--- src/hdl/lsu_pkg.sv ---
package lsu_pkg;

  // Decoded load/store operation
  typedef enum logic [3:0] {
    OP_NONE = 4'd0,
    OP_LB   = 4'd1,
    OP_LH   = 4'd2,
    OP_LW   = 4'd3,
    OP_LBU  = 4'd4,
    OP_LHU  = 4'd5,
    OP_SB   = 4'd6,
    OP_SH   = 4'd7,
    OP_SW   = 4'd8
  } ls_op_t;

  // One-hot access size on the bus
  localparam logic [2:0] SZ_BYTE = 3'b001;
  localparam logic [2:0] SZ_HALF = 3'b010;
  localparam logic [2:0] SZ_WORD = 3'b100;

  // Memory geometry in 32-bit words
  localparam int RAM_WORDS = 256;
  localparam int RAM_AW    = $clog2(RAM_WORDS);

  // Major opcodes
  localparam logic [6:0] OPC_LOAD  = 7'b0000011;
  localparam logic [6:0] OPC_STORE = 7'b0100011;

  // funct3 values shared by loads and stores
  localparam logic [2:0] F3_B  = 3'b000;
  localparam logic [2:0] F3_H  = 3'b001;
  localparam logic [2:0] F3_W  = 3'b010;
  localparam logic [2:0] F3_BU = 3'b100;
  localparam logic [2:0] F3_HU = 3'b101;

endpackage

--- src/hdl/load_store.sv ---
module load_store import lsu_pkg::*; (
  input  logic        i_clk,
  input  logic        i_rst_n,
  input  logic        i_exec,
  input  logic        i_start_fetch,
  input  ls_op_t      i_op,
  input  logic [31:0] i_pc,
  input  logic [31:0] i_base,
  input  logic [31:0] i_store_data,
  input  logic [31:0] i_offset,
  input  logic        i_rsp_dv,
  input  logic [31:0] i_rsp_data,
  output logic        o_bus_dv,
  output logic [31:0] o_bus_address,
  output logic [31:0] o_bus_data,
  output logic [2:0]  o_bus_size,
  output logic        o_write_notread,
  output logic [31:0] o_ir_value,
  output logic        o_ir_dv,
  output logic [31:0] o_loaded_value,
  output logic        o_loaded_dv,
  output logic        o_ld_st_done
);

  typedef enum logic {
    READY   = 1'b0,
    WAITING = 1'b1
  } bus_state_t;

  bus_state_t r_state;
  logic       r_data_issued;
  logic       r_bus_open;
  logic       w_is_load;
  logic       w_is_data;
  logic       w_issue_fetch;
  logic       w_issue_data;

  function automatic logic [2:0] op_size(input ls_op_t op);
    case (op)
      OP_LB, OP_LBU, OP_SB: op_size = SZ_BYTE;
      OP_LH, OP_LHU, OP_SH: op_size = SZ_HALF;
      default:              op_size = SZ_WORD;
    endcase
  endfunction

  function automatic logic [31:0] extend(input ls_op_t op, input logic [31:0] data);
    case (op)
      OP_LB:   extend = {{24{data[7]}}, data[7:0]};
      OP_LH:   extend = {{16{data[15]}}, data[15:0]};
      OP_LBU:  extend = {24'd0, data[7:0]};
      OP_LHU:  extend = {16'd0, data[15:0]};
      default: extend = data;
    endcase
  endfunction

  function automatic logic [31:0] store_lanes(input ls_op_t op, input logic [31:0] data);
    case (op)
      OP_SB:   store_lanes = {24'd0, data[7:0]};
      OP_SH:   store_lanes = {16'd0, data[15:0]};
      default: store_lanes = data;
    endcase
  endfunction

  assign w_is_load = (i_op == OP_LB) || (i_op == OP_LH) || (i_op == OP_LW) ||
                     (i_op == OP_LBU) || (i_op == OP_LHU);
  assign w_is_data = (i_op != OP_NONE);

  assign w_issue_fetch = !i_exec && (r_state == READY) && i_start_fetch;
  assign w_issue_data  = i_exec && (r_state == READY) && w_is_data && !r_data_issued;

  assign o_ld_st_done = i_exec && w_is_data && (r_state == WAITING) && i_rsp_dv;

  always_ff @(posedge i_clk or negedge i_rst_n) begin
    if (!i_rst_n) begin
      r_state       <= READY;
      r_data_issued <= 1'b0;
      o_bus_dv      <= 1'b0;
      o_ir_dv       <= 1'b0;
      o_loaded_dv   <= 1'b0;
    end else begin
      o_bus_dv    <= w_issue_fetch || w_issue_data;
      o_ir_dv     <= !i_exec && (r_state == WAITING) && i_rsp_dv;
      o_loaded_dv <= o_ld_st_done && w_is_load;
      if (w_issue_fetch || w_issue_data) begin
        r_state <= WAITING;
      end else if ((r_state == WAITING) && i_rsp_dv) begin
        r_state <= READY;
      end
      if (!i_exec) begin
        r_data_issued <= 1'b0; // One data access per execute phase
      end else if (w_issue_data) begin
        r_data_issued <= 1'b1;
      end
    end
  end

  always_ff @(posedge i_clk) begin
    if (w_issue_fetch) begin
      o_bus_address   <= i_pc;
      o_bus_size      <= SZ_WORD;
      o_write_notread <= 1'b0;
    end else if (w_issue_data) begin
      o_bus_address   <= i_base + i_offset;
      o_bus_size      <= op_size(i_op);
      o_bus_data      <= store_lanes(i_op, i_store_data);
      o_write_notread <= !w_is_load;
    end
    if (!i_exec && (r_state == WAITING) && i_rsp_dv) begin
      o_ir_value <= i_rsp_data;
    end
    if (o_ld_st_done && w_is_load) begin
      o_loaded_value <= extend(i_op, i_rsp_data);
    end
  end

  // Request seen on the bus and not yet answered
  always_ff @(posedge i_clk or negedge i_rst_n) begin
    if (!i_rst_n) begin
      r_bus_open <= 1'b0;
    end else if (o_bus_dv) begin
      r_bus_open <= 1'b1;
    end else if (i_rsp_dv) begin
      r_bus_open <= 1'b0;
    end
  end

  a_no_issue_waiting: assert property (@(posedge i_clk) disable iff (!i_rst_n)
    o_bus_dv |-> !r_bus_open);

  a_loaded_is_load: assert property (@(posedge i_clk) disable iff (!i_rst_n)
    o_loaded_dv |-> (i_exec && w_is_load));

endmodule

--- config.mk ---
export PLATFORM = sky130hd
export DESIGN_NAME = load_store
export DESIGN_NICKNAME = d
export VERILOG_FILES = /design/src/hdl/lsu_pkg.sv /design/src/hdl/load_store.sv
export SDC_FILE = /design/constraint.sdc
export NUM_CORES = 1
export LEC_CHECK = 0
export BUFFER_PORTS_ARGS = -buffer_cell sky130_fd_sc_hd__buf_2
export CAP_MARGIN = 20
export CORE_UTILIZATION = 35
export DETAILED_ROUTE_END_ITERATION = 10
export PLACE_DENSITY = 0.66
export SETUP_SLACK_MARGIN = 0.05
export SYNTH_ARGS = -nofsm -noshare
export SYNTH_HDL_FRONTEND = slang
export SYNTH_SLANG_ARGS = --single-unit
--- constraint.sdc ---
create_clock -name i_clk -period 2.4 [get_ports i_clk]
set_clock_uncertainty 0.15 [all_clocks]
set_input_delay 0.72 -clock i_clk [delete_from_list [all_inputs] [get_ports i_clk]]
set_output_delay 0.72 -clock i_clk [all_outputs]
set_load 0.05 [all_outputs]
## After elaboration in Yosys (flattened, before gate mapping)

Cells that the tools add are included.

- Word-level logic and storage cells: 57
- Memory bits (writable): 0
- Bits in latches: 0
- Memories kept: 0
- Bits in read-only memories: 0
- Output and inout port bits: 136
- Register bits: 137
- Bits of input ports: 169

- Reductions and logical operators: 26
- Add/sub/neg operators: 1
- Order comparisons: 0
- Bitwise gates (word level): 2
- Shift-type cells: 0
- Equal/unequal tests: 8
- Div/mod/pow operators: 0
- Multiply operators: 0
- Mux-type cells: 9

Operators with widths:

| kind | count |
|---|---|
| $pmux 32 s4 | 1 |
| $mux 32 | 2 |
| $pmux 32 s2 | 1 |
| $add 32x32->32 | 1 |
| $eq 4x3->1 const B | 4 |
| $logic_and 1x1->1 | 12 |
| $eq 4x2->1 const B | 2 |
| $pmux 3 s2 | 1 |
| $reduce_or 3->1 | 2 |
| $logic_or 1x1->1 | 5 |
| $eq 4x1->1 const B | 1 |
| $mux 1 | 4 |
| $reduce_bool 2->1 | 2 |
| $reduce_bool 4->1 | 1 |
| $logic_not 1->1 | 3 |
| $ne 2x1->1 const B | 1 |
| $not 1->1 | 2 |
| $reduce_and 2->1 | 1 |

## Depth between registers and ports, before layout

Gate-level depths: netlist of run 1.

- Depth after elaboration: 6
- Depth in mapped cells: 11
- Mapped depth without buffers: 11

## Worst setup path before layout of run 1

OpenSTA, ideal clock, no wires.

- Path type: in2reg
- Start: in i_op[2]
- End: reg o_loaded_value[0] (enable)
- Arrival: 2.839 ns
- Stages: 5
- Library setup time: 0.393 ns
- Required time: 1.857 ns
- Slack: -0.982 ns
- Buffers on the path: 1
- Path through: clkbuf_1 > nor4_1 > nand2b_1 > nor2_1 > and2_1

- Elaborated cells on any way between the ends: 14
- Classes of those cells: eq/ne (5); reduce/logical (9)

RTL lines:

| element | RTL line | RTL |
|---|---|---|
| start, declared | load_store.sv:6 | `input ls_op_t i_op,` |
| $reduce_bool 4->1 | load_store.sv:66 | `assign w_is_data = (i_op != OP_NONE);` |
| $logic_and 1x1->1 (3 in series) | load_store.sv:71 | `assign o_ld_st_done = i_exec && w_is_data && (r_state == WAITING) && i_rsp_dv;` |
| named net o_ld_st_done | load_store.sv:22 | `output logic o_ld_st_done` |
| $logic_and 1x1->1 | load_store.sv:111 | `if (o_ld_st_done && w_is_load) begin` |
| end signal, assigned | load_store.sv:112 | `o_loaded_value <= extend(i_op, i_rsp_data);` |
| end, declared | load_store.sv:20 | `output logic [31:0] o_loaded_value,` |

The timed path passes the listed nets, and every way through them passes these cells.
A chain may end at the register's enable or synchronous reset.

## Worst setup path after layout of run 1

- Start: in i_base[10]
- End: reg o_bus_address[29] (data pin)

- Cells in the longest elaborated chain, start to end: 3

RTL lines:

| element | RTL line | RTL |
|---|---|---|
| start, declared | load_store.sv:8 | `input logic [31:0] i_base,` |
| $add 32x32->32 | load_store.sv:103 | `o_bus_address <= i_base + i_offset;` |
| $mux 32 | load_store.sv:102 | `end else if (w_issue_data) begin` |
| $mux 32 | load_store.sv:98 | `if (w_issue_fetch) begin` |
| end signal, assigned | load_store.sv:99 | `o_bus_address <= i_pc;` |
| end signal, assigned | load_store.sv:103 |  |
| end, declared | load_store.sv:14 | `output logic [31:0] o_bus_address,` |

Every way passes these cells. The select of a mux whose other input is x is not followed.

==> impl_metrics.py, run 1 <==
metrics = {
    "power": {
        "leakage_nw": 4.50,
        "ir_drop_v": 0.000486,
        "finalPower_mw": 7.83,
        "powerDensity_mw_per_mm2": 766,
    },
    "cts": {
        "cts-htree-levels": 4,
        "cts_buffer_depth": 2,
        "cts_root_buf": "clkbuf_16",
        "clk_pin_slew_worst_paths_ns": 0.06,
        "cts_tree": "yes",
        "clk_latency_ns": 0.41,
        "cts_buffers": 17,
        "clkSinkCount": 137,
    },
    "worst_setup_path": {
        "regToRegStartpoint": "r_state",
        "worstPathRequired_ns": 2.41,
        "rrSetupSlack_ns": 0.51,
        "cp_max_fo": 3,
        "cp-end-kind": "register",
        "r2r_cells": 5,
        "critPathKind": "in2reg",
        "crit_arrival_ns": 2.90,
        "start_kind": "input port",
        "reg2reg_to": "o_bus_address[31]",
    },
    "logic_synthesis": {
        "synth-compound-area-share_pct": 14.1,
        "synth.distinct_cells": 50,
        "synthAdderAreaFrac_pct": 6.34,
        "synth_top_family_by_area": "compound AO/OA/AOI/OAI gates",
        "synth_ff_type": "edfxtp_1",
        "synth_area_per_cell_um2": 12.7,
        "yosys_warnings": 0,
        "syn-instance-count": 506,
        "ys_ff_latch": 137,
        "ys_seq_area_share_pct": 62.9,
        "synth-async-reset-ratio_pct": 3.65,
        "synth_edf_count": 128,
        "synth_xor_area_share_pct": 3.95,
        "synth_simple_gate_area_share_pct": 10.8,
        "synthesis.area_mm2": 0.00643,
        "muxShareOfSynthArea_pct": 0.506,
        "syn_nets": 707,
    },
    "placed_design": {
        "hpwl_mm": 14.5,
        "io_buffers": 304,
        "dp.cells": 1118,
        "dpl_cell_area_mm2": 0.00927,
        "place_congestion": 0.856,
    },
    "sta": {
        "finalCriticalPeriod_ns": 2.89,
        "drv_slew": 0,
        "setup_slack_ns": -0.490,
        "relSlewSlack_pct": 33.5,
        "finalCritPeriodShare_pct": 120,
        "hold_ws_ns": 0.322,
        "rsz0062_at_grt": "true",
        "worst_pin_slew_ns": 0.992,
        "fmax_ghz": 0.346,
        "hold_viol": 0,
        "setup_viol": 20,
    },
    "finish": {
        "instances_no_fill": 1165,
        "final_cell_area_mm2": 0.0102,
        "fin_nets": 1123,
        "drive_above_1_share_pct": 55.6,
        "area_growth_syn_to_layout_pct": 58.9,
        "post-route-util_pct": 56.9,
    },
    "outcome": {
        "violations": "setup timing",
        "outcome": "finished with violations",
    },
    "route": {
        "vias": 5534,
        "drtPass1Iterations": 4,
        "drcViolationCount": 0,
        "wirelength_mm": 19.3,
        "viasPerCell": 4.75,
        "drtIter0Drc": 194,
        "antenna_left": 0,
        "wl_per_cell_um": 16.5,
    },
    "grt": {
        "grt_max_degree": 34,
        "antenna_found_initial": 7,
        "grt_pass1_wl_mm": 27.9,
        "grt_pass1_vias": 5429,
        "grt_overflow": 0,
        "grt_usage_pct": 20.1,
    },
    "hold_path": {
        "hold_class": "reg2reg",
        "min_from": "o_write_notread",
        "holdPathEnd": "o_write_notread",
        "hold_depth": 2,
    },
    "floorplanning": {
        "die_area_mm2": 0.0189,
        "die_h_um": 138,
        "ios": 305,
        "initial_core_util_pct": 35.8,
        "row_count": 49,
        "coreArea_mm2": 0.0180,
        "die_w_um": 138,
    },
    "run": {
        "maxCapViolations": 0,
    },
}
## flip-flops by register name, indices dropped and copies added (netlist names)
| name | cells |
|---|---|
| o_write_notread | 1 |
| o_bus_dv | 1 |
| o_ir_dv | 1 |
| o_bus_address | 32 |
| r_state | 1 |
| o_loaded_dv | 1 |
| o_loaded_value | 32 |
| o_bus_data | 32 |
| o_ir_value | 32 |
| o_bus_size | 3 |
| r_data_issued | 1 |
## stage by stage
stage	worst slack (ns)	TNS (ns)
detailed placement	-1.05	-19.68
floorplan	-0.655	-10.47
CTS	-0.490	-4.09
global route	-0.536	-5.73
finish	-0.490	-4.17
global placement	-1.02	-18.57
## worst max-delay path by stage
stage	start	end	slack, ns
5_1_grt	i_offset[4]	o_bus_address[31]	-0.54
6_report	i_base[10]	o_bus_address[29]	-0.49
2_1_floorplan	i_base[0]	o_bus_address[24]	-0.65
4_1_cts	i_offset[4]	o_bus_address[31]	-0.49
3_3_place_gp	i_base[0]	o_bus_address[24]	-1.02
3_5_place_dp	i_base[0]	o_bus_address[24]	-1.05
## cell families (layout without fill, tap and decap cells)
logic type                 Yosys count  in the layout
AOI/OAI and AO/OA                  141            141
xor gates and xnor gates            29             29
adders and majority gates           32             32
buffers and inverters               23            452
DFF                                137            137
muxes                                3              3
other                                0              1
and+or+nand+nor                    141            141
## cell usage in the layout, fill, tap and decap left out, types with 8 or more instances in the layout
cell type / netlist / final
xnor2_2: 0 / 8
nor2b_1: 11 / 11
nand2_1: 41 / 38
o21ai_1: 4 / 12
a21oi_1: 39 / 33
xnor2_1: 18 / 10
edfxtp_1: 128 / 128
nand3_1: 13 / 13
clkbuf_16: 0 / 17
and2_1: 20 / 20
o21ai_0: 25 / 11
ha_1: 31 / 13
a21o_1: 34 / 34
nor2_1: 33 / 30
ha_4: 0 / 17
xor2_1: 11 / 10
buf_4: 0 / 101
buf_6: 0 / 10
buf_2: 1 / 298
## cell usage after synthesis, types with 2 or more instances
| cell type | n | share of area, % |
|---|---|---|
| nor2b_1 | 11 | 1.1 |
| ha_1 | 31 | 6.0 |
| edfxtp_1 | 128 | 60 |
| a21oi_1 | 39 | 3.0 |
| nor4_1 | 2 | 0.19 |
| nand3_1 | 13 | 1.0 |
| a211o_1 | 2 | 0.27 |
| nand4_1 | 3 | 0.29 |
| dfxtp_1 | 4 | 1.2 |
| a211oi_1 | 4 | 0.47 |
| o21bai_1 | 5 | 0.58 |
| dfrtp_1 | 5 | 1.9 |
| a21o_1 | 34 | 4.0 |
| xor2_1 | 11 | 1.5 |
| o21ai_1 | 4 | 0.31 |
| o31ai_1 | 3 | 0.35 |
| nor2_1 | 33 | 1.9 |
| nand2b_1 | 6 | 0.58 |
| mux2_2 | 2 | 0.35 |
| a311oi_1 | 2 | 0.27 |
| and2_1 | 20 | 1.9 |
| a21bo_2 | 2 | 0.31 |
| nor3_1 | 3 | 0.23 |
| inv_1 | 5 | 0.29 |
| clkbuf_1 | 17 | 0.99 |
| a31oi_1 | 7 | 0.68 |
| nand2_1 | 41 | 2.4 |
| o21a_1 | 5 | 0.58 |
| xnor2_1 | 18 | 2.5 |
| a21oi_2 | 2 | 0.27 |
| o21ai_0 | 25 | 1.9 |
## layout make-up
| cell class | count | area (µm²) |
|---|---|---|
| Inverter | 5 | 22.5 |
| Sequential cell | 137 | 4050 |
| Fill cell | 1571 | 7740 |
| Multi-Input combinational cell | 346 | 2840 |
| Clock inverter | 15 | 130 |
| Tap cell | 229 | 287 |
| Antenna cell | 1 | 2.50 |
| Clock buffer | 17 | 425 |
| Timing Repair Buffer | 415 | 2460 |
## critical path, stage by stage
cell and delay, ns:
buf_2 0.11, ha_4 0.24, a21o_1 0.17, a21o_1 0.18, a211oi_4 0.30, a211o_1 0.23
a31oi_2 0.10, a221o_2 0.38, buf_4 0.14, buf_6 0.11, xnor2_2 0.12, a21oi_1 0.08
## report_power, final
part | switching, mW | internal (mW) | leakage, nW
Clock | 1.13 | 1.36 | 0.265
Sequential | 0.0621 | 2.92 | 1.28
Combinational | 1.52 | 0.834 | 2.96
## metal layers
| metal | vias up | GRT usage (%) | wire length [µm] |
|---|---|---|---|
| li1 | 2729 | - | - |
| met1 | 2535 | 22.6 | 7540 |
| met2 | 231 | 35.2 | 9730 |
| met3 | 31 | 6.33 | 1640 |
| met4 | 8 | 7.69 | 306 |
| met5 | - | 0 | 49 |
## timing repair
action / CTS / global route
hold endpoints to repair: 5 / 0
resized for setup: 41 / 16
pin swaps: 48 / 27
hold buffers: 1 / 0
buffers inserted: 10 / 6
setup endpoints to repair: 23 / 23
Note: power is estimated with default switching activity, not from simulation.
==> run 2: changes to the inputs <==
CTS_CLUSTER_DIAMETER = 120   (was default)
PLACE_DENSITY = 0.65   (was 0.66)
==> impl_metrics.py, run 2 (synthesis gave the netlist of run 1 again) <==
metrics = {
    "finish": {
        "layout_commonest_cell": "buf_2",
        "area_growth_syn_to_layout_pct": 62.4,
        "fin_nets": 1126,
        "mostFrequentLayoutCells": "291 x buf_2, 128 x edfxtp_1, 103 x buf_4",
        "drive_above_1_share_pct": 56.9,
    },
    "grt": {
        "grt_pass1_wl_mm": 28.2,
        "antenna_found_initial": 1,
        "grt_usage_pct": 20.0,
        "grt_pass1_vias": 5630,
        "grt_overflow": 0,
        "grt_max_degree": 34,
    },
    "cts": {
        "clk_latency_ns": 0.41,
        "cts_tree": "yes",
        "clk_pin_slew_worst_paths_ns": 0.06,
        "cts_buffers": 17,
        "cts_buffer_depth": 2,
        "cts-htree-levels": 4,
        "cts_root_buf": "clkbuf_16",
        "clkSinkCount": 137,
    },
    "worst_setup_path": {
        "r2r_cells": 5,
        "cp-end-kind": "register",
        "setup.worst_path.end": "o_bus_address[31]",
        "start_kind": "input port",
        "cp_common_cell": "buf_4",
        "worstPathRequired_ns": 2.42,
        "crit_chain": "buf_2, ha_2, o211ai_1, o21bai_4, o21ai_1, buf_4, a211o_1, a31oi_4, a221o_2, a21oi_2, buf_4, nor4b_4, nor4_2",
        "crit_slowest_cell": "ha_2",
        "cp-startpoint": "i_offset[3]",
        "cpPeakStageDelay_ns": 0.32,
        "regToRegStartpoint": "r_state",
        "cp_max_fo": 2,
        "reg2reg_to": "o_bus_address[29]",
        "critPathKind": "in2reg",
        "rrSetupSlack_ns": 0.69,
        "crit_arrival_ns": 2.88,
    },
    "outcome": {
        "outcome": "finished with violations",
        "violations": "setup timing",
    },
    "floorplanning": {
        "die_w_um": 138,
        "die_h_um": 138,
        "coreArea_mm2": 0.0180,
        "row_count": 49,
        "die_area_mm2": 0.0189,
        "initial_core_util_pct": 35.8,
        "ios": 305,
    },
    "power": {
        "finalPower_mw": 8.16,
        "powerDensity_mw_per_mm2": 780,
        "ir_drop_v": 0.000497,
        "leakage_nw": 4.60,
    },
    "sta": {
        "relSlewSlack_pct": 59.5,
        "setup-tns-final_ns": -4.21,
        "hold_viol": 0,
        "finalCritPeriodShare_pct": 119,
        "setup_viol": 19,
        "fmax_ghz": 0.350,
        "rsz0062_at_grt": "true",
        "worst_pin_slew_ns": 0.603,
        "drv_slew": 0,
        "setup_slack_ns": -0.460,
        "finalCriticalPeriod_ns": 2.86,
    },
    "placed_design": {
        "io_buffers": 304,
        "pre_cts_ws_ns": -1.08,
        "place_congestion": 0.854,
        "hpwl_mm": 14.2,
    },
    "route": {
        "wirelength_mm": 19.0,
        "wl_per_cell_um": 16.2,
        "vias": 5607,
        "drcViolationCount": 0,
        "viasPerCell": 4.80,
        "drtIter0Drc": 223,
        "antenna_left": 0,
        "drtPass1Iterations": 6,
    },
    "run": {
        "maxCapViolations": 0,
    },
    "hold_path": {
        "hold_class": "reg2reg",
    },
}
run 2: report_power, final:
group / leakage, nW / internal (mW) / switching [mW] / total, mW
Clock: 0.308 / 1.60 / 1.18 / 2.78
Combinational: 3.01 / 0.867 / 1.53 / 2.39
Sequential: 1.28 / 2.92 / 0.0595 / 2.98
Total: 4.60 / 5.39 / 2.76 / 8.16
run 2: how the worst min path moves through the flow:
stage                          startpoint         endpoint  slack (ns)  depth (start not counted)
after floorplan                   i_rst_n         o_bus_dv        0.27                          0
after global placement      o_bus_size[1]    o_bus_size[1]        0.31                          2
after detailed placement  o_write_notread  o_write_notread        0.31                          2
after CTS                 i_store_data[1]    o_bus_data[1]        0.30                          1
after global routing      i_store_data[4]    o_bus_data[4]        0.31                          1
final                     o_write_notread  o_write_notread        0.32                          2
run 2: per-layer routing:
metal  track usage (%)  up-vias  share of wire, %
met4              7.88        2               1.6
met5                 0        -             0.042
met2              35.2      236                50
li1                  -     2747                 -
met1              23.1     2595                40
met3              5.22       27               7.8
run 2: area by class of cell:
class / instances / area [µm²]
clock buffers: 17 / 425
inverters: 5 / 22.5
multi-input cells: 346 / 2910
well taps: 229 / 287
repair buffers: 418 / 2550
flip-flops and latches: 137 / 4050
clock inverters: 15 / 201
diodes: 2 / 5.00
fillers: 1533 / 7510
run 2: timing repair:
item,CTS,global route
buffers inserted,10,8
hold endpoints to repair,5,0
pin swaps,31,43
endpoints found under the setup margin,24,24
hold buffers,1,0
gates resized for setup,56,20
cloned,0,0
run 2: metrics by stage:
| step | util, % | cells | hold slack (ns) | cell area, µm² |
|---|---|---|---|---|
| after global placement | 51.8 | 1119 | 0.306 | 9300 |
| after CTS | 57.4 | 1161 | 0.303 | 10300 |
| after floorplan | - | 506 | 0.274 | 6810 |
| final | 58.2 | 1169 | 0.317 | 10500 |
| after global routing | 58.2 | 1167 | 0.306 | 10400 |
| after detailed placement | 51.8 | 1119 | 0.307 | 9300 |
run 2: critical path, delay by kind of cell:
kind	cells	cell delay, ns
AOI/OAI and AO/OA	7	1.13
adders and majority gates	1	0.32
buffers and inverters	3	0.40
and+or+nand+nor	2	0.32
